$ cat config.mk
export PLATFORM = sky130hd
export DESIGN_NAME = mod_settings
export DESIGN_NICKNAME = d
export VERILOG_FILES = /design/src/mod_pkg.sv /design/src/mod_settings.sv
export SDC_FILE = /design/constraint.sdc
export NUM_CORES = 1
export LEC_CHECK = 0
export ABC_AREA = 0
export BUFFER_PORTS_ARGS = -buffer_cell sky130_fd_sc_hd__buf_2
export CORE_ASPECT_RATIO = 1.75
export CORE_MARGIN = 2
export CORE_UTILIZATION = 45
export CTS_BUF_LIST = sky130_fd_sc_hd__clkbuf_4
export CTS_CLUSTER_SIZE = 25
export DETAILED_ROUTE_END_ITERATION = 8
export GPL_TIMING_DRIVEN = 1
export PLACE_DENSITY = 0.76
export SYNTH_ARGS = -nofsm -noshare
export SYNTH_HDL_FRONTEND = slang
export SYNTH_SLANG_ARGS = --single-unit
$ cat constraint.sdc
create_clock -name CLK -period 3.2 [get_ports CLK]
set_input_delay 0.16 -clock CLK [delete_from_list [all_inputs] [get_ports CLK]]
set_output_delay 0.16 -clock CLK [all_outputs]
set_load 0.02 [all_outputs]
$ cat src/mod_pkg.sv
`default_nettype none

package mod_pkg;

  localparam int IDX_W    = 8;  // 256 samples per segment
  localparam int SAMPLE_W = 8;
  localparam int DATA_W   = 32;
  localparam int DIV_W    = 16;

  // As rep this means loop forever and switch at once
  localparam logic [DATA_W-1:0] REP_INFINITE = {DATA_W{1'b1}};

  typedef enum logic [1:0] {
    OP_WRITE_SAMPLE = 2'd0,  // Segment is addr bit 8, index is addr[7:0]
    OP_SET_CYCLE    = 2'd1,  // Samples in segment addr[0], minus one
    OP_SET_DIV      = 2'd2,  // Clocks per sample of segment addr[0], minus one
    OP_SWAP         = 2'd3   // Requested segment addr[0], rep in data
  } op_t;

endpackage

`default_nettype wire

$ cat src/mod_settings.sv
`timescale 1ns/1ps
`default_nettype none

module mod_settings
  import mod_pkg::*;
(
  input  wire logic              CLK,
  input  wire logic              arst_n,
  input  wire logic              req,
  input  wire op_t               op,
  input  wire logic [IDX_W:0]    addr,
  input  wire logic [DATA_W-1:0] data,
  output logic                   ack,
  output logic [IDX_W-1:0]       cycle_0,
  output logic [IDX_W-1:0]       cycle_1,
  output logic [DIV_W-1:0]       div_0,
  output logic [DIV_W-1:0]       div_1,
  output logic                   wr_en,
  output logic                   wr_seg,
  output logic [IDX_W-1:0]       wr_idx,
  output logic [SAMPLE_W-1:0]    wr_sample,
  output logic                   update_settings,
  output logic                   req_rd_segment,
  output logic [DATA_W-1:0]      rep
);

  logic cmd_fire;

  // A command is taken once, on the first edge with req high and ack still low
  assign cmd_fire = req & ~ack;

  always_ff @(posedge CLK or negedge arst_n) begin
    if (!arst_n) begin
      ack             <= 1'b0;
      wr_en           <= 1'b0;
      update_settings <= 1'b0;
      cycle_0         <= '0;
      cycle_1         <= '0;
      div_0           <= '0;
      div_1           <= '0;
    end else begin
      wr_en           <= 1'b0;
      update_settings <= 1'b0;
      if (cmd_fire) begin
        ack <= 1'b1;
        case (op)
          OP_WRITE_SAMPLE: wr_en <= 1'b1;
          OP_SET_CYCLE: begin
            if (addr[0]) cycle_1 <= data[IDX_W-1:0];
            else cycle_0 <= data[IDX_W-1:0];
          end
          OP_SET_DIV: begin
            if (addr[0]) div_1 <= data[DIV_W-1:0];
            else div_0 <= data[DIV_W-1:0];
          end
          OP_SWAP: update_settings <= 1'b1;
          default: ;
        endcase
      end else if (!req) begin
        ack <= 1'b0;  // Host has released req, close the handshake
      end
    end
  end

  // Values travel alongside the wr_en and update_settings strobes
  always_ff @(posedge CLK) begin
    if (cmd_fire) begin
      wr_seg         <= addr[IDX_W];
      wr_idx         <= addr[IDX_W-1:0];
      wr_sample      <= data[SAMPLE_W-1:0];
      req_rd_segment <= addr[0];
      rep            <= data;
    end
  end

endmodule

`default_nettype wire

**Yosys cells after proc, flatten, opt, wreduce, memory -nomap -nowiden**

Cells that the tools add are included.

- Equal/unequal tests: 4
- Multiplexer cells: 6
- Bitwise gates (word level): 3
- Reduce and logical (&&, ||, !) cells: 5

Operators by type and width:

| cell | count |
|---|---|
| $reduce_and A3 Y1 | 4 |
| $mux W1 | 6 |
| $eq A2 B2 Y1 const B | 2 |
| $eq A2 B1 Y1 const B | 1 |
| $logic_not A2 Y1 | 1 |
| $ne A2 B1 Y1 const B | 1 |
| $not A1 Y1 | 2 |
| $and A1 B1 Y1 | 1 |

- Flip-flop bits (word level): 101
- Input bits: 46
- Output and inout bits: 101

**Logic depth before layout (Yosys ltp)**

- Depth in word-level cells: 3
- Depth in mapped cells: 5
- Depth with buffers taken out: 4

**Least setup slack after synthesis**

OpenSTA, ideal clock, no wires.

- Path type: reg-to-reg
- Start point: register ack
- End point: register cycle_1[0]
- Setup time: 0.125 ns
- Arrival: 2.435 ns
- Data required time: 3.075 ns
- Setup slack: 0.640 ns
- Stages on the path, launching flop included: 5
- Path buffers: 0
- Clock period less this slack: 2.560 ns
- Cell sequence: dfrtp_1 -> nand2b_4 -> inv_1 -> nand4b_1 -> mux2_2

- Word-level cells in the longest chain between the ends: 3

RTL lines:

| what | line | RTL |
|---|---|---|
| start: declaration | mod_settings.sv:13 | `output logic ack,` |
| start signal: assignment | mod_settings.sv:34 | `ack <= 1'b0;` |
| start signal: assignment | mod_settings.sv:45 | `ack <= 1'b1;` |
| start signal: assignment | mod_settings.sv:60 | `ack <= 1'b0;` |
| $not A1 Y1 | mod_settings.sv:30 | `assign cmd_fire = req & ~ack;` |
| $and A1 B1 Y1 | mod_settings.sv:30 |  |
| net cmd_fire | mod_settings.sv:27 | `logic cmd_fire;` |
| $reduce_and A3 Y1 (no source line) | - |  |
| end signal: assignment | mod_settings.sv:49 | `if (addr[0]) cycle_1 <= data[IDX_W-1:0];` |
| end: declaration | mod_settings.sv:15 | `output logic [IDX_W-1:0] cycle_1,` |

The timed path passes the listed nets, and every way through them passes these cells.
A chain may end at the register's enable or synchronous reset.

**Worst setup path after layout**

- Start point: register ack
- End point: register div_0[10]

- Word-level cells in the longest chain between the ends: 3

RTL lines:

| what | line | RTL |
|---|---|---|
| $not A1 Y1 | mod_settings.sv:30 |  |
| $and A1 B1 Y1 | mod_settings.sv:30 |  |
| $reduce_and A3 Y1 (no source line) | - |  |
| end signal: assignment | mod_settings.sv:54 | `else div_0 <= data[DIV_W-1:0];` |
| end: declaration | mod_settings.sv:16 | `output logic [DIV_W-1:0] div_0,` |

No other way between the ends.

==> out/results.env <==
CRIT_REQUIRED_NS=3.52
AREA_GROWTH_SYN_TO_LAYOUT_PCT=40.5
FP.COREAREA_UM2=6910
LEAKAGEPOWER_uW=0.00211
UNREPAIRED_SETUP_ENDPOINTS_AFTER_GLOBAL_ROUTING='no'
TIMING.HOLD.WORST.CLASS='input port to flop'
MULTIINPUTGATEAREA_UM2=637
DRTITER0DRC=163
CTSROOTBUFFERMASTER='sky130_fd_sc_hd__clkbuf_4'
FMAX_MHz=528
FIRST_PASS_GRT_WIRE_LENGTH_UM=11000
WORST_R2R_PATH_DEPTH=4
POST_SYNTH_EDFFS=41
NETS=397
CLOCK_SKEW_NS=0.00869
GRT_START_MAX_NET_PINS=52
YOSYS.CELL_COUNT.TOP_TYPE='sky130_fd_sc_hd__dfrtp_1'
PATH_CLK_SLEW_NS=0.13
SYNTH.TOP_CELLS.BY_AREA='sky130_fd_sc_hd__dfrtp_1 39%, sky130_fd_sc_hd__edfxtp_1 38%, sky130_fd_sc_hd__mux2_2 17%'
MAXCAPVIOLCOUNT=0
REG2REG_SLACK_NS=1.31
FIN_SETUP_TNS_NS=0
POWER_DENSITY_nW_PER_UM2=584
SYNTH_WARNINGS=0
POSTSYNTHREGISTERBITS=92
VIASPERCELL=4.83
SYNTHARSTFLOPSHARE=0.554
TIMING.FINAL.MAX_SLEW_VIOLATIONS=0
TIMING.CRITICAL_PATH.TO_TYPE='flop'
WL_PER_CELL_UM=17.4
LAST_WEIGHTED_CONGESTION_VALUE_OF_THE_ROUTABILITY_DRIVEN_PLACER=0.727
WORST-SLEW-PIN-TRANSITION_NS=1.12
SYNTHESIS.AREA_PER_INSTANCE_UM2=20.2
CRITICAL_PATH.REG2REG.STARTPOINT='ack'
FP.DIEW_UM=68.1
CTS_POST_SETUP_BUFFERS_INSERTED=0
HTREE_NUM_LEVELS=3
WHS_ENDPOINT='wr_idx[0]'
CRITICAL_PATH.MAX_FANOUT=9
GRT_REMAINING_OVERFLOW=0
FINAL_PERIOD_MINUS_WORST_SETUP_SLACK_NS=1.89
LAYOUT.FILLER_CELLS=515
PLACEMENT_ROWS=40
SYNTH_AREA_UM2=3240
VIAS=2129
CLOCK_BUFFERS_CREATED_BY_TRITONCTS=9
CP.ARRIVAL_NS=2.22
VDD_DROP_MAX_mV=0.388
PERIOD_SHARE=0.592
PLACE_HPWL_UM=5080
SYNTH.TOP_CELL.AREA_SHARE=0.394
INITIAL_UTILIZATION=0.469
SYNTH_FP_NETS=206
DRT_DRC_VIOLATIONS_LEFT=0
IO_BUFFER_COUNT=146
SEQ_AREA_FRAC_SYNTH=0.774
DIE_HEIGHT_UM=116
FIRST_GLOBAL_VIAS=2228
MAXSLEWHEADROOM=0.255
YOSYS-TOP-CELLS-COUNT='51 x sky130_fd_sc_hd__dfrtp_1, 48 x sky130_fd_sc_hd__mux2_2, 41 x sky130_fd_sc_hd__edfxtp_1, 10 x sky130_fd_sc_hd__buf_4, 2 x sky130_fd_sc_hd__nor4b_4'
TIMING.FINAL.HOLD_VIOLATIONS=0
WORSTSETUPSTARTPOINTTYPE='flop'
CLOCK_LATENCY_LATE_SINK_NS=0.43
POST_SYNTH_NUM_CELL_TYPES=13
CTS_MAX_PATH_BUFFERS=2
PATH_CLASS='flop to flop'
HP-START='addr[0]'
ANT_NETS=0
YS.FLOP_TYPE='sky130_fd_sc_hd__dfrtp_1'
LAYOUT-DRIVE-GT1-SHARE=0.598
WORST_HOLD_PATH.NUM_CELLS=1
DRT_FIRST_PASS_ITERS=4
WORST_R2R_ENDPOINT='div_0[10]'
GLOBALROUTETOTALUTIL=0.201
ANTENNA_FOUND_INITIAL=1
SETUP_VIOL_COUNT_FINAL=0
IO-PIN-COUNT=147
SYN-INSTANCE-COUNT=160
SINKS_ON_THE_CLOCK_NET=92
ROUTE.FINAL.WIRE_LENGTH_UM=7690
DIE_AREA_UM2=7920
REGISTER_AREA_UM2=2510
RESULT_OF_THE_RUN='finished, final reports clean'
BIGGEST_AREA_CONSUMER_AMONG_SYNTHESIZED_CELLS='sky130_fd_sc_hd__dfrtp_1'
TRITONCTS='done'
FINALHOLDWORSTSLACK_NS=0.0469
==> placed cells by master, fill, tap and decap left out, drive strengths merged <==
master and count:
clkbuf 10, nor3 1, diode 1, nand2b 1
nor4b 2, dfrtp 51, clkinvlp 2, dlygate4sd3 44
nand4b 2, and3 1, clkinv 5, buf 148
mux2 48, edfxtp 41
==> worst max-delay path: stages (launching register included) <==
cell                       delay (ns)
sky130_fd_sc_hd__dfrtp_1         0.40
sky130_fd_sc_hd__nand2b_4        0.17
sky130_fd_sc_hd__nor4b_4         0.58
sky130_fd_sc_hd__buf_4           0.29
sky130_fd_sc_hd__mux2_2          0.34
==> power breakdown <==
part / switching (uW) / internal [uW] / total, uW
Clock: 362 / 160 / 522
Sequential: 79.4 / 1400 / 1480
Combinational: 380 / 273 / 653
==> sequential cells by signal (all words and copies together) (netlist names) <==
| signal | flops |
|---|---|
| update_settings | 1 |
| wr_idx | 8 |
| wr_sample | 7 |
| ack | 1 |
| wr_seg | 1 |
| cycle_0 | 8 |
| div_0 | 16 |
| rep | 25 |
| cycle_1 | 8 |
| wr_en | 1 |
| div_1 | 16 |
==> metrics by stage <==
step                      total power [uW]  instances  instance area (um2)  worst slack (ns)   util
final                                 2660        441                 4550              1.31  0.659
after global routing                  2780        441                 4550              1.19  0.659
after CTS                             2680        440                 4550              1.29  0.658
after detailed placement              2120        380                 4000              1.32  0.579
after floorplan                       1860        160                 3240             0.640      -
after global placement                2100        380                 4000              1.36  0.579
==> routing by layer <==
metal  wire [um]  vias up  GRT usage
met2        4360       99      0.358
met3         534       17     0.0568
met4         222        0      0.107
met5           0        -          0
met1        2570     1047      0.206
li1            -      966          -
==> cell type report <==
cell class,count,share of cell area
Antenna cell,1,0.000550
Clock buffer,10,0.0165
Clock inverter,6,0.00688
Inverter,1,0.000825
Multi-Input combinational cell,55,0.140
Sequential cell,92,0.551
Tap cell,84,0.0231
Timing Repair Buffer,192,0.261
==> worst max path at each step <==
stage	from	end	slack, ns	cells past startpoint
2_1_floorplan	ack	cycle_1[0]	0.64	4
3_3_place_gp	ack	div_0[14]	1.36	4
3_5_place_dp	ack	div_0[3]	1.32	4
4_1_cts	ack	div_1[14]	1.29	4
5_1_grt	ack	div_0[10]	1.19	4
6_report	ack	div_0[10]	1.31	4
==> kinds of logic (layout without fill, tap and decap cells) <==
logic type	after synthesis	count (layout)	share of synthesized area
buf+inv	13	209	0.0290
other cells	0	1	0
mux	48	48	0.167
flops	92	92	0.774
simple gates	7	7	0.0298
==> what timing repair did <==
item,4_1_cts,5_1_grt
endpoints found under the hold margin,125,0
gates resized for setup,0,0
hold buffers,44,0
Power figures use the tool's default switching activity.
