[src/mod_pkg.sv]
`default_nettype none

package mod_pkg;

  localparam int IDX_W    = 8;  // 256 samples per segment
  localparam int SAMPLE_W = 8;
  localparam int DATA_W   = 32;
  localparam int DIV_W    = 16;

  // As rep this means loop forever and switch at once
  localparam logic [DATA_W-1:0] REP_INFINITE = {DATA_W{1'b1}};

  typedef enum logic [1:0] {
    OP_WRITE_SAMPLE = 2'd0,  // Segment is addr bit 8, index is addr[7:0]
    OP_SET_CYCLE    = 2'd1,  // Samples in segment addr[0], minus one
    OP_SET_DIV      = 2'd2,  // Clocks per sample of segment addr[0], minus one
    OP_SWAP         = 2'd3   // Requested segment addr[0], rep in data
  } op_t;

endpackage

`default_nettype wire

[src/mod_swapchain.sv]
`timescale 1ns/1ps
`default_nettype none

module mod_swapchain
  import mod_pkg::*;
(
  input  wire logic              CLK,
  input  wire logic              arst_n,
  input  wire logic              update_settings,
  input  wire logic              req_rd_segment,
  input  wire logic [DATA_W-1:0] rep,
  input  wire logic [IDX_W-1:0]  idx_0,
  input  wire logic [IDX_W-1:0]  idx_1,
  output logic                   segment,
  output logic                   stop
);

  typedef enum logic [1:0] {
    WAIT_START,
    FINITE_LOOP,
    INFINITE_LOOP
  } state_t;

  state_t            state;
  logic              req_segment;
  logic [DATA_W-1:0] rep_q;
  logic [DATA_W-1:0] loop_cnt;
  logic [IDX_W-1:0]  idx_0_prev;
  logic [IDX_W-1:0]  idx_1_prev;
  logic              wrap_0;
  logic              wrap_1;
  logic              req_idx_zero;
  logic              cur_wrap;

  // A wrap is an index that just moved and landed on zero
  assign wrap_0 = (idx_0 != idx_0_prev) && (idx_0 == '0);
  assign wrap_1 = (idx_1 != idx_1_prev) && (idx_1 == '0);

  assign req_idx_zero = req_segment ? (idx_1 == '0) : (idx_0 == '0);
  assign cur_wrap     = segment ? wrap_1 : wrap_0;

  always_ff @(posedge CLK or negedge arst_n) begin
    if (!arst_n) begin
      idx_0_prev <= '0;
      idx_1_prev <= '0;
    end else begin
      idx_0_prev <= idx_0;
      idx_1_prev <= idx_1;
    end
  end

  always_ff @(posedge CLK or negedge arst_n) begin
    if (!arst_n) begin
      state       <= INFINITE_LOOP;
      segment     <= 1'b0;
      stop        <= 1'b0;
      req_segment <= 1'b0;
      rep_q       <= '0;
      loop_cnt    <= '0;
    end else if (update_settings) begin
      if (req_rd_segment == segment) begin
        stop  <= 1'b0;  // Same segment just resumes forever
        state <= INFINITE_LOOP;
      end else if (rep == REP_INFINITE) begin
        stop    <= 1'b0;
        segment <= req_rd_segment;
        state   <= INFINITE_LOOP;
      end else begin
        rep_q       <= rep;
        req_segment <= req_rd_segment;
        state       <= WAIT_START;
      end
    end else begin
      case (state)
        WAIT_START: begin
          // Old segment keeps playing until the new one is at its start
          if (req_idx_zero) begin
            stop     <= 1'b0;
            loop_cnt <= '0;
            segment  <= req_segment;
            state    <= FINITE_LOOP;
          end
        end
        FINITE_LOOP: begin
          if (cur_wrap && !stop) begin
            if (loop_cnt == rep_q) stop <= 1'b1;  // End of loop rep+1
            else loop_cnt <= loop_cnt + 1'b1;
          end
        end
        INFINITE_LOOP: ;
        default: state <= INFINITE_LOOP;
      endcase
    end
  end

endmodule

`default_nettype wire

[config.mk]
export PLATFORM = sky130hd
export DESIGN_NAME = mod_swapchain
export DESIGN_NICKNAME = d
export VERILOG_FILES = /design/src/mod_pkg.sv /design/src/mod_swapchain.sv
export SDC_FILE = /design/constraint.sdc
export NUM_CORES = 1
export LEC_CHECK = 0
export BUFFER_PORTS_ARGS = -buffer_cell sky130_fd_sc_hd__buf_2
export CAP_MARGIN = 40
export CORE_UTILIZATION = 51
export CTS_BUF_LIST = sky130_fd_sc_hd__clkbuf_8
export CTS_CLUSTER_SIZE = 30
export DETAILED_ROUTE_END_ITERATION = 8
export PLACE_DENSITY = 0.71
export REMOVE_ABC_BUFFERS = 1
export SLEW_MARGIN = 20
export SYNTH_ARGS = -nofsm -noshare
export SYNTH_HDL_FRONTEND = slang
export SYNTH_SLANG_ARGS = --single-unit
[constraint.sdc]
create_clock -name CLK -period 2.7 [get_ports CLK]
set_input_delay 0 -clock CLK [delete_from_list [all_inputs] [get_ports CLK]]
set_output_delay 0 -clock CLK [all_outputs]
set_load 0.02 [all_outputs]
# Word-level counts from Yosys, hierarchy flattened
# Index checks and enable logic that the tools add are counted.
[totals] input_bits=52 register_bits=85 wordCells=69 out_inout_bits=2
[classes] reduce_logical=17 n_bitwise=3 mux=23 addsub=1 eq_ne=17
[ops] op="two-way mux 32 bit" count=3
[ops] op="case mux 32 bit (2 select lines)" count=1
[ops] op="adder 32 x 1 -> 32 bit (second input constant)" count=1
[ops] op="== test 32 bit" count=1
[ops] op="== test 32 bit (second input constant)" count=1
[ops] op="zero test 8 bit" count=2
[ops] op="!= test 8 bit" count=2
[ops] op="two-way mux 1 bit" count=13
[ops] op="AND reduction 5 bit" count=2
[ops] op="!= test 3 bit (second input constant)" count=3
[ops] op="two-way mux 2 bit" count=4
[ops] op="!= test 2 bit (second input constant)" count=4
[ops] op="nonzero test 2 bit" count=3
[ops] op="!= test 2 x 1 -> 1 bit (second input constant)" count=2
[ops] op="case mux 2 bit (2 select lines)" count=1
[ops] op="AND reduction 4 bit" count=1
[ops] op="logical AND 1 bit" count=3
[ops] op="!= test 3 x 1 -> 1 bit (second input constant)" count=1
[ops] op="inverter 1 bit" count=3
[ops] op="AND reduction 3 bit" count=1
[ops] op="nonzero test 3 bit" count=1
[ops] op="== test 2 x 1 -> 1 bit (second input constant)" count=1
[ops] op="== test 2 bit (second input constant)" count=1
[ops] op="zero test 2 bit" count=1
[ops] op="other kinds (5)" count=5

# Longest topological paths before layout
[depth] ltp_word=7 mapped_depth=10 ltp_nobuf=8

# Worst setup path after synthesis
# Ideal clock, no wire load.
[synth_path] kind="register to register" start="register state[1]" end="register loop_cnt[14]" synth_period_minus_slack_ns=2.044 slack_ns=0.656 setup_time_ns=0.079 arrival_time_ns=1.964 stages_incl_launch_ff=9 t_required_ns=2.621 path_buffers=1 cell_sequence="dfstp_2 -> inv_1 -> ha_1 -> clkinv_1 -> a21oi_1 -> o31ai_2 -> clkbuf_1 -> nor4_2 -> mux2i_1"
[synth_via] elab_chain_len=3 word_cells_on_any_way=8 cone_classes="eq/ne (4); mux (1); reduce/logical (3)"
[synth_rtl] element="from (decl)" line_no="mod_swapchain.sv:24" source="state_t state;"
[synth_rtl] element="from (signal assigned)" line_no="mod_swapchain.sv:54" source="state <= INFINITE_LOOP;"
[synth_rtl] element="from (signal assigned)" line_no="mod_swapchain.sv:63" source="state <= INFINITE_LOOP;"
[synth_rtl] element="from (signal assigned)" line_no="mod_swapchain.sv:67" source="state <= INFINITE_LOOP;"
[synth_rtl] element="== test 2 x 1 -> 1 bit or zero test 2 bit (tied branches)" line_no="mod_swapchain.sv:74" source="case (state)"
[synth_rtl] element="!= test 2 bit (no line) or nonzero test 2 bit (tied branches)"
[synth_rtl] element="AND reduction 5 bit (no line)"
[synth_rtl] element="to (signal assigned)" line_no="mod_swapchain.sv:87" source="else loop_cnt <= loop_cnt + 1'b1;"
[synth_rtl] element="to (decl)" line_no="mod_swapchain.sv:27" source="logic [DATA_W-1:0] loop_cnt;"
# Parallel ways exist; a longest one is shown, timed or not.
# A chain may end at the register's enable or synchronous reset.

# Worst setup path after layout
[layout_path] start="input port idx_1[1]" end="register loop_cnt[13]"
[layout_via] elab_chain_len=6 word_cells_on_any_way=9 cone_classes="eq/ne (3); mux (2); reduce/logical (4)"
[layout_rtl] element="from (decl)" line_no="mod_swapchain.sv:13" source="input wire logic [IDX_W-1:0] idx_1,"
[layout_rtl] element="!= test 8 bit or zero test 8 bit (tied branches)" line_no="mod_swapchain.sv:37, mod_swapchain.sv:39"
[layout_rtl] element="logical AND 1 bit" line_no="mod_swapchain.sv:37" source="assign wrap_1 = (idx_1 != idx_1_prev) && (idx_1 == '0);"
[layout_rtl] element="two-way mux 1 bit" line_no="mod_swapchain.sv:40" source="assign cur_wrap = segment ? wrap_1 : wrap_0;"
[layout_rtl] element="logical AND 1 bit" line_no="mod_swapchain.sv:85" source="if (cur_wrap && !stop) begin"
[layout_rtl] element="!= test 2 bit (no line)"
[layout_rtl] element="AND reduction 5 bit (no line) (*)"
# Mark *: on every way between the ends. The rest lies on a longest branch, timed or not.

==> flow_metrics.py <==
metrics = {
    "run_status": {
        "status": "finished, violations left",
        "violations": "design-rule violations",
    },
    "pwr": {
        "leakage_component_of_the_power_nw": 2.41,
        "p_sw_uw": 872,
        "switching_share": 0.301,
        "ir_worst_vdd_uv": 290,
        "p_int_mw": 2.03,
        "clockPowerShare": 0.292,
        "seqPwrFrac": 0.534,
        "p_comb_frac": 0.174,
        "power.density_cell_area_mw_per_mm2": 494,
    },
    "final_layout": {
        "num_antenna_cells": 0,
        "layout.core_utilization": 0.664,
        "drive_above_1_share": 0.204,
        "total_nets_final": 608,
        "area_growth_syn_to_layout_pct": 23.8,
        "stdcell_count": 666,
        "fillerInstances": 712,
    },
    "timing": {
        "grt_setup_unrepaired": "no",
        "timing_worst_slew_pin_value_ns": 0.633,
        "max_freq_mhz": 400,
        "timing.final.max_slew_violations": 0,
        "slew_headroom": 0.578,
        "hold_viol": 0,
        "finalSetupViolations": 0,
        "skew_ns": 0.0118,
        "hold_slack_ns": 0.197,
        "min_period_over_period": 0.927,
        "fin_setup_tns_ns": 0,
        "period_minus_slack_ns": 2.50,
    },
    "placed_design": {
        "placedCellCount": 599,
        "io_buffers": 53,
        "gpl.final_weighted_congestion": 0.858,
        "detailedPlacementHpwl_um": 8030,
    },
    "cts": {
        "clkLatencyLatePin_ns": 0.36,
        "cts_tree": "built",
        "post_cts_resize_count": 0,
        "cts_buffers": 9,
        "post_cts_buffers": 0,
        "clock_tree.root_cell": "sky130_fd_sc_hd__clkbuf_8",
        "clkSinkCount": 85,
        "clkTransAtPathRegs_ns": 0.10,
        "cts.htree.levels": 3,
        "postCtsHoldBufs": 51,
        "cts.path.max_buffers": 2,
    },
    "floorplan": {
        "floorplan.io_pins": 54,
        "rows": 34,
        "fp.dieArea_mm2": 0.00969,
        "start_util": 0.536,
        "die-width_um": 98.5,
        "fp.dieH_um": 98.5,
        "core_area_mm2": 0.00885,
    },
    "synthesis": {
        "syn_inst": 448,
        "synth_top_cell_by_area": "sky130_fd_sc_hd__dfrtp_1",
        "syn-mean-instance-area_um2": 10.6,
        "synth.lib_cells_used.distinct": 47,
        "netlist.area_leader.share": 0.443,
        "synth-async-reset-ratio": 1.00,
        "ys.flop_type": "sky130_fd_sc_hd__dfrtp_1",
        "syn_area_mm2": 0.00474,
        "synthesis.yosys.warnings": 0,
        "flip_flop_and_latch_count_after_synthesis": 85,
        "synth_enable_flop_cells": 0,
        "ys_seq_area_frac": 0.449,
        "post_synth_main_area_contributors": "sky130_fd_sc_hd__dfrtp_1 44%, sky130_fd_sc_hd__xor2_1 9.0%, sky130_fd_sc_hd__mux2_1 6.2%",
    },
    "critical_path": {
        "worst_r2r_path_depth": 9,
        "crit_chain": "dlygate4sd3_1 -> buf_2 -> or4_1 -> or2_1 -> a211oi_2 -> o21bai_2 -> buf_12 -> or4_1 -> nand3_1",
        "critical-path-max-stage-delay_ns": 0.56,
        "cp.buffers_inverters": 3,
        "cp_max_fo": 16,
        "path_common_cell": "sky130_fd_sc_hd__or4_1",
        "critical_path.endpoint_type": "flip-flop",
        "cp.required_ns": 2.99,
        "ff2ff_setup_slack_ns": 0.29,
        "critical_path_class": "in2reg",
        "arrival_ns": 2.79,
        "slowest_cp_cell": "sky130_fd_sc_hd__dlygate4sd3_1",
        "kind_of_cell_adding_the_most_delay_to_the_critical_path": "simple AND/OR/NAND/NOR gates",
        "crit_path_start_kind": "input pin",
        "worstReg2RegStart": "state[1]$_DFFE_PN1P_",
        "reg2reg_to": "loop_cnt[31]$_DFFE_PN0P_",
    },
    "grt": {
        "grt_start_max_net_pins": 47,
        "grt_antenna_before_repair": 0,
        "total_global_routing_overflow": 0,
        "grt_pass1_vias": 4019,
        "wire_length_of_the_first_global_routing_pass_um": 20200,
        "grt.total_usage": 0.270,
    },
    "route": {
        "wl_per_cell_um": 18.0,
        "drt-initial-drc-count": 337,
        "route.antenna.remaining_nets": 0,
        "via_per_inst": 5.83,
        "num_vias": 3881,
        "drt_first_pass_iters": 6,
        "detail_route.drc_violations": 2,
        "routed_wirelength_um": 12000,
    },
    "run": {
        "max-cap-violations": 0,
    },
    "hold_path": {
        "holdCritPathClass": "in2async",
    },
}
## cells by family after synthesis
| logic type | share of synthesized area |
|---|---|
| AND/OR/NAND/NOR | 0.250 |
| flip-flops | 0.449 |
| multiplexers | 0.131 |
| XOR/XNOR | 0.0905 |
| buffers and inverters | 0.0303 |
| AO/OA/AOI/OAI | 0.0422 |
| adder cells (fa/ha/maj) | 0.00791 |
## cells in the mapped netlist (all sizes together), types with 7 or more instances
cell type and n:
dfrtp 84, xor2 49, nand2 41, mux2 32
mux2i 26, nand2b 26, nor4 26, nand4 25
nor3 20, nand3 16, clkbuf 15, nor2 9
and3 8, buf 8, and4 7, inv 7
## layout by cell type, fill, tap and decap left out, types with 4 or more instances in the layout
cell / instances
sky130_fd_sc_hd__nand4_1: 25
sky130_fd_sc_hd__or3_1: 4
sky130_fd_sc_hd__mux2i_1: 26
sky130_fd_sc_hd__a21oi_1: 4
sky130_fd_sc_hd__inv_1: 6
sky130_fd_sc_hd__dlygate4sd3_1: 51
sky130_fd_sc_hd__mux2_2: 6
sky130_fd_sc_hd__dfrtp_1: 84
sky130_fd_sc_hd__nand2b_1: 26
sky130_fd_sc_hd__nand3_1: 16
sky130_fd_sc_hd__nor4_1: 19
sky130_fd_sc_hd__and4_1: 7
sky130_fd_sc_hd__nand2_1: 41
sky130_fd_sc_hd__clkbuf_8: 9
sky130_fd_sc_hd__and2_1: 5
sky130_fd_sc_hd__and3_1: 8
sky130_fd_sc_hd__o311ai_1: 4
sky130_fd_sc_hd__nor3_1: 11
sky130_fd_sc_hd__buf_12: 4
sky130_fd_sc_hd__nor4_2: 7
sky130_fd_sc_hd__nor2_1: 8
sky130_fd_sc_hd__or4_1: 5
sky130_fd_sc_hd__nor3_2: 9
sky130_fd_sc_hd__mux2_1: 26
sky130_fd_sc_hd__o21ai_1: 4
sky130_fd_sc_hd__xor2_1: 49
sky130_fd_sc_hd__buf_4: 10
sky130_fd_sc_hd__buf_2: 52
## worst reg2reg max path: stages, from the launching register on
cell	delay, ns
sky130_fd_sc_hd__dfstp_2	0.37
sky130_fd_sc_hd__inv_1	0.09
sky130_fd_sc_hd__ha_1	0.18
sky130_fd_sc_hd__clkinv_1	0.19
sky130_fd_sc_hd__a21oi_1	0.30
sky130_fd_sc_hd__o31ai_2	0.20
sky130_fd_sc_hd__buf_4	0.22
sky130_fd_sc_hd__or3_1	0.30
sky130_fd_sc_hd__or4_1	0.40
sky130_fd_sc_hd__nand3_1	0.09
## metal layers
metal  GRT usage  vias to the layer above  wire length [um]
li1            -                     1833                 -
met1       0.344                     1911              4970
met2       0.444                      109              5980
met3      0.0426                       28               553
met4       0.148                        0               471
met5           0                        -                 0
## final cells by class
| class | instances | area (um^2) | area share |
|---|---|---|---|
| multi-input combinational | 332 | 2470 | 0.421 |
| sequential | 85 | 2130 | 0.362 |
| timing repair buffer | 117 | 926 | 0.158 |
| tap | 108 | 135 | 0.0230 |
| clock buffer | 9 | 124 | 0.0211 |
| clock inverter | 7 | 56.3 | 0.00958 |
| inverter | 8 | 30.0 | 0.00511 |
## how the worst max path moves through the flow
stage | from | endpoint | slack [ns] | cells after the start
2_1_floorplan | loop_cnt[12]$_DFFE_PN0P_ | loop_cnt[1]$_DFFE_PN0P_ | -0.44 | 6
3_3_place_gp | loop_cnt[11]$_DFFE_PN0P_ | loop_cnt[1]$_DFFE_PN0P_ | 0.46 | 7
3_5_place_dp | state[1]$_DFFE_PN1P_ | loop_cnt[27]$_DFFE_PN0P_ | 0.35 | 9
4_1_cts | idx_1[1] | loop_cnt[13]$_DFFE_PN0P_ | 0.28 | 9
5_1_grt | state[1]$_DFFE_PN1P_ | loop_cnt[31]$_DFFE_PN0P_ | 0.12 | 9
6_report | idx_1[1] | loop_cnt[13]$_DFFE_PN0P_ | 0.20 | 9
## power by group through the flow
| stage | logic, mW | clock network [mW] | registers [mW] |
|---|---|---|---|
| CTS | 0.503 | 0.869 | 1.55 |
| floorplan | 0.265 | 0 | 1.53 |
| global placement | 0.426 | 0 | 1.57 |
| global route | 0.564 | 0.918 | 1.57 |
| finish | 0.505 | 0.846 | 1.55 |
| detailed placement | 0.444 | 0 | 1.58 |
## registers in the layout, indices dropped and copies added (netlist names)
signal / count
loop_cnt: 32
rep_q: 32
idx_0_prev: 8
idx_1_prev: 8
state: 2
req_segment: 1
segment: 1
stop: 1
## stage by stage
step	total power [mW]	instance area (um^2)	setup slack [ns]
4_1_cts	2.92	5870	0.277
3_3_place_gp	2.00	5160	0.462
5_1_grt	3.05	5870	0.125
3_5_place_dp	2.02	5180	0.347
2_1_floorplan	1.80	4630	-0.442
6_report	2.90	5870	0.198
(Power assumes the default switching activity.)
