### src/mod_pkg.sv
`default_nettype none

package mod_pkg;

  localparam int IDX_W    = 8;  // 256 samples per segment
  localparam int SAMPLE_W = 8;
  localparam int DATA_W   = 32;
  localparam int DIV_W    = 16;

  // As rep this means loop forever and switch at once
  localparam logic [DATA_W-1:0] REP_INFINITE = {DATA_W{1'b1}};

  typedef enum logic [1:0] {
    OP_WRITE_SAMPLE = 2'd0,  // Segment is addr bit 8, index is addr[7:0]
    OP_SET_CYCLE    = 2'd1,  // Samples in segment addr[0], minus one
    OP_SET_DIV      = 2'd2,  // Clocks per sample of segment addr[0], minus one
    OP_SWAP         = 2'd3   // Requested segment addr[0], rep in data
  } op_t;

endpackage

`default_nettype wire

### src/mod_timer.sv
`timescale 1ns/1ps
`default_nettype none

module mod_timer
  import mod_pkg::*;
(
  input  wire logic             CLK,
  input  wire logic             arst_n,
  input  wire logic [IDX_W-1:0] cycle_0,
  input  wire logic [IDX_W-1:0] cycle_1,
  input  wire logic [DIV_W-1:0] div_0,
  input  wire logic [DIV_W-1:0] div_1,
  output logic      [IDX_W-1:0] idx_0,
  output logic      [IDX_W-1:0] idx_1
);

  logic [IDX_W-1:0] cycle [2];
  logic [DIV_W-1:0] div   [2];
  logic [IDX_W-1:0] idx   [2];

  assign cycle[0] = cycle_0;
  assign cycle[1] = cycle_1;
  assign div[0]   = div_0;
  assign div[1]   = div_1;
  assign idx_0    = idx[0];
  assign idx_1    = idx[1];

  for (genvar s = 0; s < 2; s++) begin : g_seg
    logic [IDX_W-1:0] cycle_q;
    logic [DIV_W-1:0] div_q;
    logic [DIV_W-1:0] div_cnt;
    logic             restart;

    // Any new setting from the host puts this counter back at the start
    assign restart = (cycle[s] != cycle_q) || (div[s] != div_q);

    always_ff @(posedge CLK or negedge arst_n) begin
      if (!arst_n) begin
        cycle_q <= '0;
        div_q   <= '0;
        div_cnt <= '0;
        idx[s]  <= '0;
      end else begin
        cycle_q <= cycle[s];
        div_q   <= div[s];
        if (restart) begin
          div_cnt <= '0;
          idx[s]  <= '0;
        end else if (div_cnt == div_q) begin
          div_cnt <= '0;
          idx[s]  <= (idx[s] == cycle_q) ? '0 : idx[s] + 1'b1;  // Wrap after the last sample
        end else begin
          div_cnt <= div_cnt + 1'b1;
        end
      end
    end
  end

endmodule

`default_nettype wire

### config.mk
export PLATFORM = sky130hd
export DESIGN_NAME = mod_timer
export DESIGN_NICKNAME = d
export VERILOG_FILES = /design/src/mod_pkg.sv /design/src/mod_timer.sv
export SDC_FILE = /design/constraint.sdc
export NUM_CORES = 1
export LEC_CHECK = 0
export ABC_AREA = 1
export BUFFER_PORTS_ARGS = -buffer_cell sky130_fd_sc_hd__buf_2
export CAP_MARGIN = 30
export CORE_UTILIZATION = 50
export CTS_CLUSTER_DIAMETER = 200
export CTS_CLUSTER_SIZE = 24
export DETAILED_ROUTE_END_ITERATION = 7
export GPL_TIMING_DRIVEN = 0
export PLACE_DENSITY_LB_ADDON = 0.1
export SKIP_CTS_REPAIR_TIMING = 1
export SYNTH_ARGS = -nofsm -noshare
export SYNTH_HDL_FRONTEND = slang
export SYNTH_SLANG_ARGS = --single-unit
### constraint.sdc
create_clock -name CLK -period 3 [get_ports CLK]
set_input_delay 0.15 -clock CLK [delete_from_list [all_inputs] [get_ports CLK]]
set_output_delay 0.15 -clock CLK [all_outputs]
set_load 0.01 [all_outputs]
# Yosys cells after proc, flatten, opt, wreduce, memory -nomap -nowiden

Index checks and enable logic that the tools add are counted.

Word-level logic and storage cells: 34
Register bits after elaboration: 96
Bits of input ports: 50

Reductions and logical operators: 4
Equality and inequality tests: 8
Mux-type cells: 10
Add/sub/neg operators: 4

Operators with widths:

| operator              | count |
|---|---|
| $mux 16               | 4 |
| $mux 8                | 6 |
| $add 16x1->16 const B | 2 |
| $eq 16x16->1          | 2 |
| $ne 16x16->1          | 2 |
| $add 8x1->8 const B   | 2 |
| $eq 8x8->1            | 2 |
| $ne 8x8->1            | 2 |
| $reduce_bool 2->1     | 2 |
| $logic_or 1x1->1      | 2 |

# Depth between registers and ports, before layout

Gate-level depths: netlist (run 1).

Word-level depth: 4
Depth in mapped cells: 12
Depth with buffers taken out: 11

# Worst setup path after synthesis (run 1)

No wires, ideal clock.

Path type: register to register
Start: register g_seg[1].div_cnt[0]
End: register g_seg[1].div_cnt[14]
Cell stages (with the launch flop): 10
Required time: 2880 ps
Clock period less this slack: 1469 ps
Data arrival time: 1349 ps
Slack: 1531 ps
Setup time: 120 ps
Cell sequence: dfrtp_1 ha_1 nand2_1 nor2_1 nand2_1 nor2_1 inv_1 nor2_1 xor2_1 nor2_2

Longest elaborated chain between the ends: 3
Elaborated cells on any way between the ends: 4
Classes of those cells: 1 x add/sub; 1 x eq/ne; 2 x mux

RTL lines:

| what                                          | RTL line                         | text |
|---|---|---|
| from (decl)                                   | mod_timer.sv:31                  | `logic [DIV_W-1:0] div_cnt;` |
| from (signal assigned)                        | mod_timer.sv:53                  | `div_cnt <= div_cnt + 1'b1;` |
| $add 16x1->16 or $eq 16x16->1 (tied branches) | mod_timer.sv:53, mod_timer.sv:49 |  |
| $mux 16 *                                     | mod_timer.sv:49                  | `end else if (div_cnt == div_q) begin` |
| $mux 16 *                                     | mod_timer.sv:46                  | `if (restart) begin` |

Mark *: on every way between the ends. The rest lies on a longest branch, timed or not.
A chain may end at the register's enable or synchronous reset.

# Final worst setup path (run 1)

Start: input port div_0[7]
End: register g_seg[0].div_cnt[7]

Longest elaborated chain between the ends: 3

RTL lines:

| what                 | RTL line        | text |
|---|---|---|
| from (decl)          | mod_timer.sv:11 | `input wire logic [DIV_W-1:0] div_0,` |
| $ne 16x16->1         | mod_timer.sv:35 | `assign restart = (cycle[s] != cycle_q) \|\| (div[s] != div_q);` |
| $logic_or 1x1->1     | mod_timer.sv:35 |  |
| $mux 16              | mod_timer.sv:46 |  |
| to (signal assigned) | mod_timer.sv:53 |  |
| to (decl)            | mod_timer.sv:31 |  |

Every way passes these cells.

==> flow_metrics.tcl, run 1 <==
set metrics [dict create \
    route.detailed.drc 0 \
    crit_arrival_ps 2010 \
    cts-root-to-sink-buffers 2 \
    initial_antenna_violation_count 0 \
    die_w_um 109.0 \
    placedCellCount 1052 \
    ant_nets 0 \
    worst_slew_margin_rel_pct 55.96 \
    grt_setup_unrepaired "no" \
    drt_first_iter_violations 292 \
    timing.critical_path.buf_inv 4 \
    clock-sinks 96 \
    critical-path-top-cell-by-count "sky130_fd_sc_hd__nand2_1" \
    timing.critical_path.to_type "flip-flop" \
    timing.hold.worst.class "input pin to async pin" \
    antennaDiodeCount 0 \
    initial_utilization_pct 52.16 \
    critPathMaxStageDelay_ps 520 \
    cp_max_fanout 10 \
    tightestPinTransition_ps 660.6 \
    cp_cell_sequence "dlygate4sd3_1, buf_2, inv_1, nand2_1, nand2_1, nor2_1, nand2_1, nor2_1, nand2_1, nor2_4, nand2_2, buf_6, nor2_2" \
    worst_setup_path_start_kind "input pin" \
    timing_worst_setup_path_type "input pin to flip-flop" \
    mappedNetlistArea_um2 5729 \
    fmax_ghz 0.5806 \
    layout-area-overhead-vs-synth_pct 22.97 \
    tritoncts "yes" \
    vdd_ir_drop_max_mv 0.4979 \
    path_clk_slew_ps 70 \
    maxSlewViolCount 0 \
    final-seq-area_um2 2402 \
    postSynthCellCount 846 \
    post_layout_nonfiller_instances 1117 \
    floorplan.die.height_um 109.0 \
    final_nets 1026 \
    total_leakage_power_nw 3.726 \
    finalWirelength_mm 12.44 \
    die_area_um2 11890 \
    synth-seq-area-share_pct 41.93 \
    ys.warnings.count 0 \
    fin_crit_ps 1722 \
    min_period_over_period_pct 57.41 \
    cts_buffers 9 \
    synthesis.area_per_instance_um2 6.772 \
    worst_r2r_path_depth 9 \
    worstReg2RegEnd "g_seg[1].div_cnt[14]$_DFF_PN0_" \
    grtUsageTotal_pct 22.37 \
    nFillCells 969 \
    clock_latency_reported_for_the_late_side_of_the_worst_skew_pair_ps 360 \
    port_buffers 65 \
    critical_path.slowest_cell "sky130_fd_sc_hd__dlygate4sd3_1" \
    critical_path.top_delay_family "simple AND/OR/NAND/NOR gates" \
    clock_tree.root_cell "sky130_fd_sc_hd__clkbuf_16" \
    cts.htree.levels 3 \
    grt_pass1_vias 4799 \
    status "finished clean" \
    critical_path_required_ps 3280 \
    synth_cell_types 22 \
    route.vias.total 5227 \
    grt_start_max_net_pins 50 \
    syn-num-nets 900 \
    totalNegativeSetupSlack_ps 0 \
    routabilityCongestion 0.8199 \
    worst-r2r-setup-slack_ps 1300 \
    wl_per_cell_um 11.14 \
    overflow 0 \
    area_of_the_multi_input_gates_um2 2689 \
    i_o_pin_count 66 \
    placeableCoreArea_um2 10980 \
    power_density_nw_per_um2 398.7 \
    ys_ff_latch 96 \
    final_layout_size_suffix_gt1_share_pct 13.10 \
    count_of_standard_cell_rows 38 \
    place.detailed.hpwl_mm 8.951 \
    route.detailed.vias_per_inst 4.679 \
    hold-worst-slack_ps 376.7 \
    setup_viol 0 \
    grt_first_pass_wirelength_mm 20.66 \
    finalClockSkew_ps 12.05 \
    finalHoldViolations 0 \
    cap_viol_max_count 0 \
    regToRegStartpoint "g_seg[1].div_cnt[0]$_DFF_PN0_" \
    firstDrtPassIters 4 \
]
-- cell families (layout without fill, tap and decap cells) --
family	Yosys count	after routing	share of synthesized area [%]
XOR/XNOR	46	46	7.032
adder cells (fa/ha/maj)	4	4	0.8736
AND/OR/NAND/NOR	525	525	37.89
buffers and inverters	163	294	11.14
AO/OA/AOI/OAI	12	12	1.136
flip-flops	96	96	41.93
-- sequential cells by signal (all words and copies together) (netlist names) --
name,flops
g_seg.div_cnt,32
g_seg.div_q,32
g_seg.cycle_q,16
idx_0,8
idx_1,8
-- Yosys cell counts, drive strengths merged --
master / count / area [um^2]
a21oi: 3 / 15.01
a31oi: 2 / 12.51
buf: 6 / 48.79
dfrtp: 96 / 2402
ha: 4 / 50.05
inv: 157 / 589.3
nand2: 335 / 1272
nand3: 34 / 170.2
nand4: 19 / 118.9
nor2: 132 / 584.3
nor3: 5 / 25.02
o21ai: 6 / 30.03
o31ai: 1 / 7.510
xnor2: 12 / 105.1
xor2: 34 / 297.8
-- area by class of cell --
class / instances / area share (%)
multi-input cells: 587 / 38.16
flip-flops and latches: 96 / 34.10
repair buffers: 115 / 12.00
inverters: 157 / 8.364
clock buffers: 9 / 3.197
well taps: 140 / 2.486
clock inverters: 7 / 0.9945
plain buffers: 6 / 0.6926
-- report_power, final --
part           switching, W  internal [W]  leakage, nW
Combinational      0.000155      0.000135         2.35
Clock              0.000516      0.000646        0.146
Sequential        0.0000294       0.00133         1.23
Total              0.000700       0.00211         3.73
-- worst reg2reg max path, stage by stage, from the launching register on --
cell	delay, ps
sky130_fd_sc_hd__dfrtp_1	420
sky130_fd_sc_hd__ha_1	210
sky130_fd_sc_hd__nand2_1	90
sky130_fd_sc_hd__nor2_1	150
sky130_fd_sc_hd__nand2_1	90
sky130_fd_sc_hd__nor2_1	180
sky130_fd_sc_hd__inv_1	90
sky130_fd_sc_hd__nor2_1	120
sky130_fd_sc_hd__xor2_1	190
sky130_fd_sc_hd__nor2_2	50
-- worst max path at each step --
| stage | from | end | slack [ps] | depth (start not counted) |
|---|---|---|---|---|
| after floorplan | g_seg[1].div_cnt[0]$_DFF_PN0_ | g_seg[1].div_cnt[14]$_DFF_PN0_ | 1530 | 9 |
| after global placement | arst_n | g_seg[0].cycle_q[4]$_DFF_PN0_ | 710 | 1 |
| after detailed placement | g_seg[1].div_cnt[0]$_DFF_PN0_ | g_seg[1].div_cnt[14]$_DFF_PN0_ | 1310 | 9 |
| after CTS | g_seg[1].div_cnt[0]$_DFF_PN0_ | g_seg[1].div_cnt[14]$_DFF_PN0_ | 1270 | 9 |
| after global routing | g_seg[1].div_cnt[0]$_DFF_PN0_ | g_seg[1].div_cnt[14]$_DFF_PN0_ | 1080 | 9 |
| final | div_0[7] | g_seg[0].div_cnt[7]$_DFF_PN0_ | 1280 | 13 |
-- placed cells by master (no fill, tap or decap), types with 2 or more instances in the layout --
cell / instances
sky130_fd_sc_hd__nor3_1: 5
sky130_fd_sc_hd__nand4_1: 19
sky130_fd_sc_hd__a21oi_1: 3
sky130_fd_sc_hd__nand2_1: 331
sky130_fd_sc_hd__a31oi_1: 2
sky130_fd_sc_hd__nor2_2: 23
sky130_fd_sc_hd__ha_1: 4
sky130_fd_sc_hd__inv_2: 10
sky130_fd_sc_hd__xor2_1: 34
sky130_fd_sc_hd__inv_1: 147
sky130_fd_sc_hd__clkinv_2: 3
sky130_fd_sc_hd__dfrtp_1: 96
sky130_fd_sc_hd__o21ai_0: 6
sky130_fd_sc_hd__buf_2: 67
sky130_fd_sc_hd__nor2_4: 2
sky130_fd_sc_hd__xnor2_1: 12
sky130_fd_sc_hd__nor2_1: 106
sky130_fd_sc_hd__clkbuf_16: 9
sky130_fd_sc_hd__nand2_2: 3
sky130_fd_sc_hd__buf_6: 3
sky130_fd_sc_hd__nand3_1: 34
sky130_fd_sc_hd__dlygate4sd3_1: 49
-- per-layer routing --
layer	vias up	global-route usage (%)	wire length, um
li1	2758	-	-
met1	2372	25.88	5544
met2	79	40.16	6271
met3	18	5.738	434
met4	0	6.950	192
met5	-	0	0
-- metrics by stage --
step / util [%] / setup WS, ps / total power, W / area (um^2)
final: 64.15 / 1278 / 0.002809 / 7046
after global routing: 64.15 / 1077 / 0.002938 / 7046
after CTS: 59.68 / 1274 / 0.002804 / 6555
after detailed placement: 56.99 / 1311 / 0.001625 / 6260
after global placement: 56.72 / 706.3 / 0.001610 / 6230
after floorplan: - / 1531 / 0.001513 / 5729
(Power assumes the default switching activity.)
==> run 2: changes to the inputs <==
clock period = 1.8 ns   (was 3 ns; I/O delays follow)
==> run 2 against run 1 <==
  * Sequential share of layout area decreased by 0.18 points
  * Largest power group unchanged
  * Critical endpoint is now g_seg[0].div_cnt[14]$_DFF_PN0_
  * Clock skew up 0.62 ps
  * Power grew 67%
  * Wire length about the same
  * Clock power up 67%
  * Cell count grew 0.18%
==> flow_metrics.tcl, run 2 (synthesized netlist as in run 1, its figures left out) <==
set metrics [dict create \
    status "finished clean" \
    ant_nets 0 \
    firstDrtPassIters 4 \
    cts_buffers 9 \
    grt_start_max_net_pins 50 \
    placeableCoreArea_um2 10980 \
    fin_crit_ps 1633 \
    critical_path.slowest_cell "sky130_fd_sc_hd__dfrtp_1" \
    grt_setup_unrepaired "yes" \
    count_of_standard_cell_rows 38 \
    drt_first_iter_violations 241 \
    path_clk_slew_ps 80 \
    grtUsageTotal_pct 22.37 \
    i_o_pin_count 66 \
    vdd_ir_drop_max_mv 0.8317 \
    worst_setup_path_start_kind "flip-flop" \
    final_layout_size_suffix_gt1_share_pct 14.10 \
    clock_latency_reported_for_the_late_side_of_the_worst_skew_pair_ps 360 \
    finalWirelength_mm 12.45 \
    final_nets 1028 \
    nFillCells 964 \
    setup_viol 0 \
    route.detailed.drc 0 \
    placedCellCount 1052 \
    initial_antenna_violation_count 0 \
    cp_cell_sequence "ha_1, nand2_1, nor2_1, nand2_1, nor3_1, xor2_1, nor2_2" \
    total_cell_area_at_the_placement_stage_um2 6260 \
    worst_slew_margin_rel_pct 55.69 \
    critical-path-top-cell-by-count "sky130_fd_sc_hd__nand2_1" \
    layout-area-overhead-vs-synth_pct 23.70 \
    overflow 0 \
    cts.htree.levels 3 \
    cp_max_fanout 5 \
    total_leakage_power_nw 3.731 \
    pre_cts_slack_ps 110.6 \
    antennaDiodeCount 0 \
    wl_per_cell_um 11.12 \
    timing_worst_setup_path_type "flip-flop to flip-flop" \
    tightestPinTransition_ps 664.7 \
    post_layout_nonfiller_instances 1119 \
    min_period_over_period_pct 90.74 \
    cap_viol_max_count 0 \
    tot_pwr_w 0.004687 \
    fmax_ghz 0.6123 \
    die_area_um2 11890 \
    route.detailed.vias_per_inst 4.657 \
    clock_tree.root_cell "sky130_fd_sc_hd__clkbuf_16" \
    timing.hold.worst.class "input pin to async pin" \
    layout_setup_ws_ps 166.7 \
    cts-root-to-sink-buffers 2 \
    initial_utilization_pct 52.16 \
    top_regs "g_seg.div_cnt: 32 flops, g_seg.div_q: 32 flops, g_seg.cycle_q: 16 flops" \
    crit_arrival_ps 1870 \
    final_cell_area_um2 7087 \
    port_buffers 65 \
    power_density_nw_per_um2 661.4 \
    grt_first_pass_wirelength_mm 20.66 \
    clock-sinks 96 \
    route.vias.total 5211 \
    place.detailed.hpwl_mm 8.951 \
    routabilityCongestion 0.8199 \
    floorplan.die.height_um 109.0 \
    timing.critical_path.to_type "flip-flop" \
    critical_path_required_ps 2040 \
    grt_pass1_vias 4799 \
    finalHoldViolations 0 \
    commonest_non_fill_non_tap_cell_in_the_layout "sky130_fd_sc_hd__nand2_1" \
    die_w_um 109.0 \
    maxSlewViolCount 0 \
    finalClockSkew_ps 12.67 \
    tritoncts "yes" \
    final_cell_mix "sky130_fd_sc_hd__nand2_1 (331), sky130_fd_sc_hd__inv_1 (146), sky130_fd_sc_hd__nor2_1 (101)" \
    critPathMaxStageDelay_ps 430 \
]
==> run 2: changes by cell type in the layout (fill, tap and decap cells not counted), sizes merged <==
cell,previous run,this run
buf,72,74
==> run 2: path summary, 6_finish.rpt <==
kind                                                     from  depth (start not counted)                             end  slack, ps
worst max-delay path            g_seg[0].div_cnt[0]$_DFF_PN0_                          7  g_seg[0].div_cnt[14]$_DFF_PN0_        170
worst min-delay path                                   arst_n                          2     g_seg[1].div_q[6]$_DFF_PN0_        310
worst max register to register  g_seg[0].div_cnt[0]$_DFF_PN0_                          7  g_seg[0].div_cnt[14]$_DFF_PN0_        170
worst min register to register  g_seg[1].div_cnt[0]$_DFF_PN0_                          1   g_seg[1].div_cnt[0]$_DFF_PN0_        490
max in group asynchronous                              arst_n                          3   g_seg[1].div_cnt[0]$_DFF_PN0_        790
min in group CLK                                     div_0[3]                          2     g_seg[0].div_q[3]$_DFF_PN0_        390
==> run 2: area by class of cell <==
type                    count  area, um^2  share of cell area, %
plain buffers               6       48.80                 0.6886
clock buffers               9       225.2                  3.178
clock inverters             7       70.07                 0.9887
inverters                 157       589.3                  8.316
multi-input cells         587        2714                  38.29
flip-flops and latches     96        2404                  33.92
well taps                 140       175.2                  2.472
repair buffers            117       860.8                  12.15
==> run 2: per-layer routing <==
layer	vias up	routed length [um]	share of wire, %	global-route usage (%)
met5	-	0	0	0
met4	0	192	1.5	6.950
met3	17	436	3.5	5.738
met2	66	6297	51	40.16
met1	2365	5520	44	25.88
li1	2763	-	-	-
==> run 2: worst max-delay path, delay by kind of cell (launching register included) <==
kind	cells	cell delay, ps
adder cells (fa/ha/maj)	1	210
AND/OR/NAND/NOR	5	690
flip-flops	1	430
XOR/XNOR	1	200
==> run 2: metrics by stage <==
stage / util [%] / setup TNS [ps] / hold slack (ps)
finish: 64.52 / 0 / 313.1
global route: 64.52 / -12.98 / 387.3
CTS: 59.68 / 0 / -217.1
detailed placement: 56.99 / 0 / 169.1
global placement: 56.72 / -40900 / 221.8
floorplan: - / 0 / -205.6
==> run 2: power breakdown <==
group / switching (W) / leakage (nW) / internal (W) / total [W]
registers: 0.0000489 / 1.23 / 0.00221 / 0.00226
logic: 0.000260 / 2.36 / 0.000226 / 0.000486
clock network: 0.000864 / 0.146 / 0.00108 / 0.00194
total: 0.00117 / 3.73 / 0.00351 / 0.00469
==> run 3: changes to the inputs <==
clock period = 1.6 ns   (was 1.8 ns; I/O delays follow)
==> run 3 against run 2 <==
  * Register-to-register slack got worse by 170 ps
  * Largest power group unchanged
  * Clock skew fell by 2.4 ps
  * Utilization grew 5.0 points
  * Highest routed layer is now met5
  * The flow now finishes with violations (setup timing)
  * First-iteration DRC count decreased by 11%
  * Maximum frequency is 1.8% higher
  * Wire length up 8.3%
  * Critical endpoint is now g_seg[0].div_cnt[5]$_DFF_PN0_
  * Critical path depth is 4 higher
  * Count of clock-buffer cells in the layout unchanged
  * Via count increased by 3.6%
==> flow_metrics.tcl, run 3 (synthesized netlist as in run 1, its figures left out) <==
set metrics [dict create \
    cts-root-to-sink-buffers 2 \
    finalWirelength_mm 13.48 \
    timing_worst_setup_path_type "flip-flop to flip-flop" \
    setup_viol 2 \
    grt_first_pass_wirelength_mm 20.66 \
    nFillCells 911 \
    cp_cell_sequence "inv_1, nand2_1, nand2_1, nor2_1, nand2_1, nor2_1, nand2_2, nor2_4, nand2_4, clkbuf_16, nor2_4" \
    grt_pass1_vias 4799 \
    die_w_um 109.0 \
    crit_arrival_ps 1890 \
    top_regs "g_seg.div_cnt: 32 flops, g_seg.div_q: 32 flops, g_seg.cycle_q: 16 flops" \
    tightestPinTransition_ps 666.6 \
    ant_nets 0 \
    fin_crit_ps 1604 \
    worst_slew_margin_rel_pct 55.56 \
    worst_setup_path_start_kind "flip-flop" \
    status "finished with violations" \
    cp_max_fanout 5 \
    critical-path-top-cell-by-count "sky130_fd_sc_hd__nand2_1" \
    area_of_the_multi_input_gates_um2 2987 \
    timing.hold.worst.class "input pin to async pin" \
    wl_per_cell_um 11.82 \
    critPathMaxStageDelay_ps 360 \
    initial_antenna_violation_count 1 \
    die_area_um2 11890 \
    timing.critical_path.to_type "flip-flop" \
    cts.htree.levels 3 \
    final_nets 1050 \
    route.detailed.drc 0 \
    min_period_over_period_pct 100.3 \
    cap_viol_max_count 0 \
    tritoncts "yes" \
    layout-area-overhead-vs-synth_pct 33.33 \
    final-seq-area_um2 2411 \
    clock_tree.root_cell "sky130_fd_sc_hd__clkbuf_16" \
    place.detailed.hpwl_mm 8.951 \
    fmax_ghz 0.6234 \
    critical_path.slowest_cell "sky130_fd_sc_hd__dfrtp_1" \
    grtUsageTotal_pct 22.37 \
    grt_start_max_net_pins 50 \
    vdd_ir_drop_max_mv 0.9324 \
    count_of_standard_cell_rows 38 \
    total_leakage_power_nw 3.941 \
    critical_path.top_delay_family "simple AND/OR/NAND/NOR gates" \
    clock_latency_reported_for_the_late_side_of_the_worst_skew_pair_ps 360 \
    route.vias.total 5400 \
    clock-sinks 96 \
    grt_setup_unrepaired "yes" \
    final_layout_size_suffix_gt1_share_pct 21.98 \
    floorplan.die.height_um 109.0 \
    timing.critical_path.buf_inv 2 \
    critical_path_required_ps 1890 \
    finalHoldViolations 0 \
    firstDrtPassIters 4 \
    drt_first_iter_violations 214 \
    hold-worst-slack_ps 299.3 \
    routabilityCongestion 0.8199 \
    power_density_nw_per_um2 694.9 \
    layout_setup_ws_ps -4.130 \
    initial_utilization_pct 52.16 \
    commonest_non_fill_non_tap_cell_in_the_layout "sky130_fd_sc_hd__nand2_1" \
    pre_cts_slack_ps -89.36 \
    cts_buffers 9 \
    maxSlewViolCount 0 \
    placeableCoreArea_um2 10980 \
    overflow 0 \
    port_buffers 65 \
    i_o_pin_count 66 \
    finalClockSkew_ps 10.24 \
    route.detailed.vias_per_inst 4.733 \
    antennaDiodeCount 0 \
    failed_checks "setup timing" \
    final_cell_mix "sky130_fd_sc_hd__nand2_1 (315), sky130_fd_sc_hd__inv_1 (136), sky130_fd_sc_hd__dfrtp_1 (89)" \
    path_clk_slew_ps 70 \
]
[run 3: cell types whose count changed in the layout (fill, tap and decap cells not counted), sizes merged]
cell | previous run | this run
buf | 74 | 94
clkbuf | 9 | 11
[run 3: worst paths after layout]
kind	from	endpoint	slack, ps	depth (start not counted)
min in group CLK	div_0[5]	g_seg[0].div_cnt[15]$_DFF_PN0_	300	8
setup reg to reg	g_seg[0].div_q[14]$_DFF_PN0_	g_seg[0].div_cnt[5]$_DFF_PN0_	-4	11
setup / recovery	g_seg[0].div_q[14]$_DFF_PN0_	g_seg[0].div_cnt[5]$_DFF_PN0_	-4	11
hold reg to reg	g_seg[1].div_cnt[0]$_DFF_PN0_	g_seg[1].div_cnt[0]$_DFF_PN0_	480	1
max in group asynchronous	arst_n	idx_0[0]$_DFFE_PN0P_	590	3
hold / removal	arst_n	g_seg[1].div_cnt[8]$_DFF_PN0_	300	2
[run 3: through the flow]
| step | utilization [%] | TNS, ps | std cells | power (W) | instance area, um^2 |
|---|---|---|---|---|---|
| after floorplan | - | 0 | 846 | 0.002837 | 5729 |
| after detailed placement | 56.99 | -1123 | 1052 | 0.003046 | 6260 |
| after CTS | 59.68 | -1887 | 1068 | 0.005258 | 6555 |
| after global placement | 56.72 | -59750 | 1051 | 0.003019 | 6230 |
| final | 69.55 | -6.730 | 1141 | 0.005308 | 7639 |
| after global routing | 69.55 | -2303 | 1141 | 0.005540 | 7639 |
[run 3: worst register-to-register path: stages, from the launching register on]
cell and delay (ps):
sky130_fd_sc_hd__dfrtp_1 360, sky130_fd_sc_hd__inv_1 60, sky130_fd_sc_hd__nand2_1 50, sky130_fd_sc_hd__nand2_1 60, sky130_fd_sc_hd__nor2_1 130, sky130_fd_sc_hd__nand2_1 60, sky130_fd_sc_hd__nor2_1 180, sky130_fd_sc_hd__nand2_2 110
sky130_fd_sc_hd__nor2_4 180, sky130_fd_sc_hd__nand2_4 110, sky130_fd_sc_hd__clkbuf_16 190, sky130_fd_sc_hd__nor2_4 70
[run 3: cell type report]
class | count | area share [%]
Inverter | 157 | 7.781
Clock buffer | 9 | 2.948
Clock inverter | 7 | 0.9173
Multi-Input combinational cell | 587 | 39.10
Timing Repair Buffer | 139 | 14.33
Sequential cell | 96 | 31.56
Tap cell | 140 | 2.293
Buffer | 6 | 1.065
[run 3: per-layer routing]
layer / routed length (um) / vias to the layer above / track usage, %
li1: - / 2806 / -
met1: 5686 / 2462 / 25.88
met2: 6977 / 97 / 40.16
met3: 509 / 33 / 5.738
met4: 301 / 2 / 6.950
met5: 8 / - / 0
[run 3: where the power goes]
| group | leakage (nW) | internal (W) | total (W) | switching [W] |
|---|---|---|---|---|
| registers | 1.22 | 0.00249 | 0.00254 | 0.0000563 |
| logic | 2.58 | 0.000266 | 0.000575 | 0.000308 |
| clock network | 0.146 | 0.00121 | 0.00219 | 0.000977 |
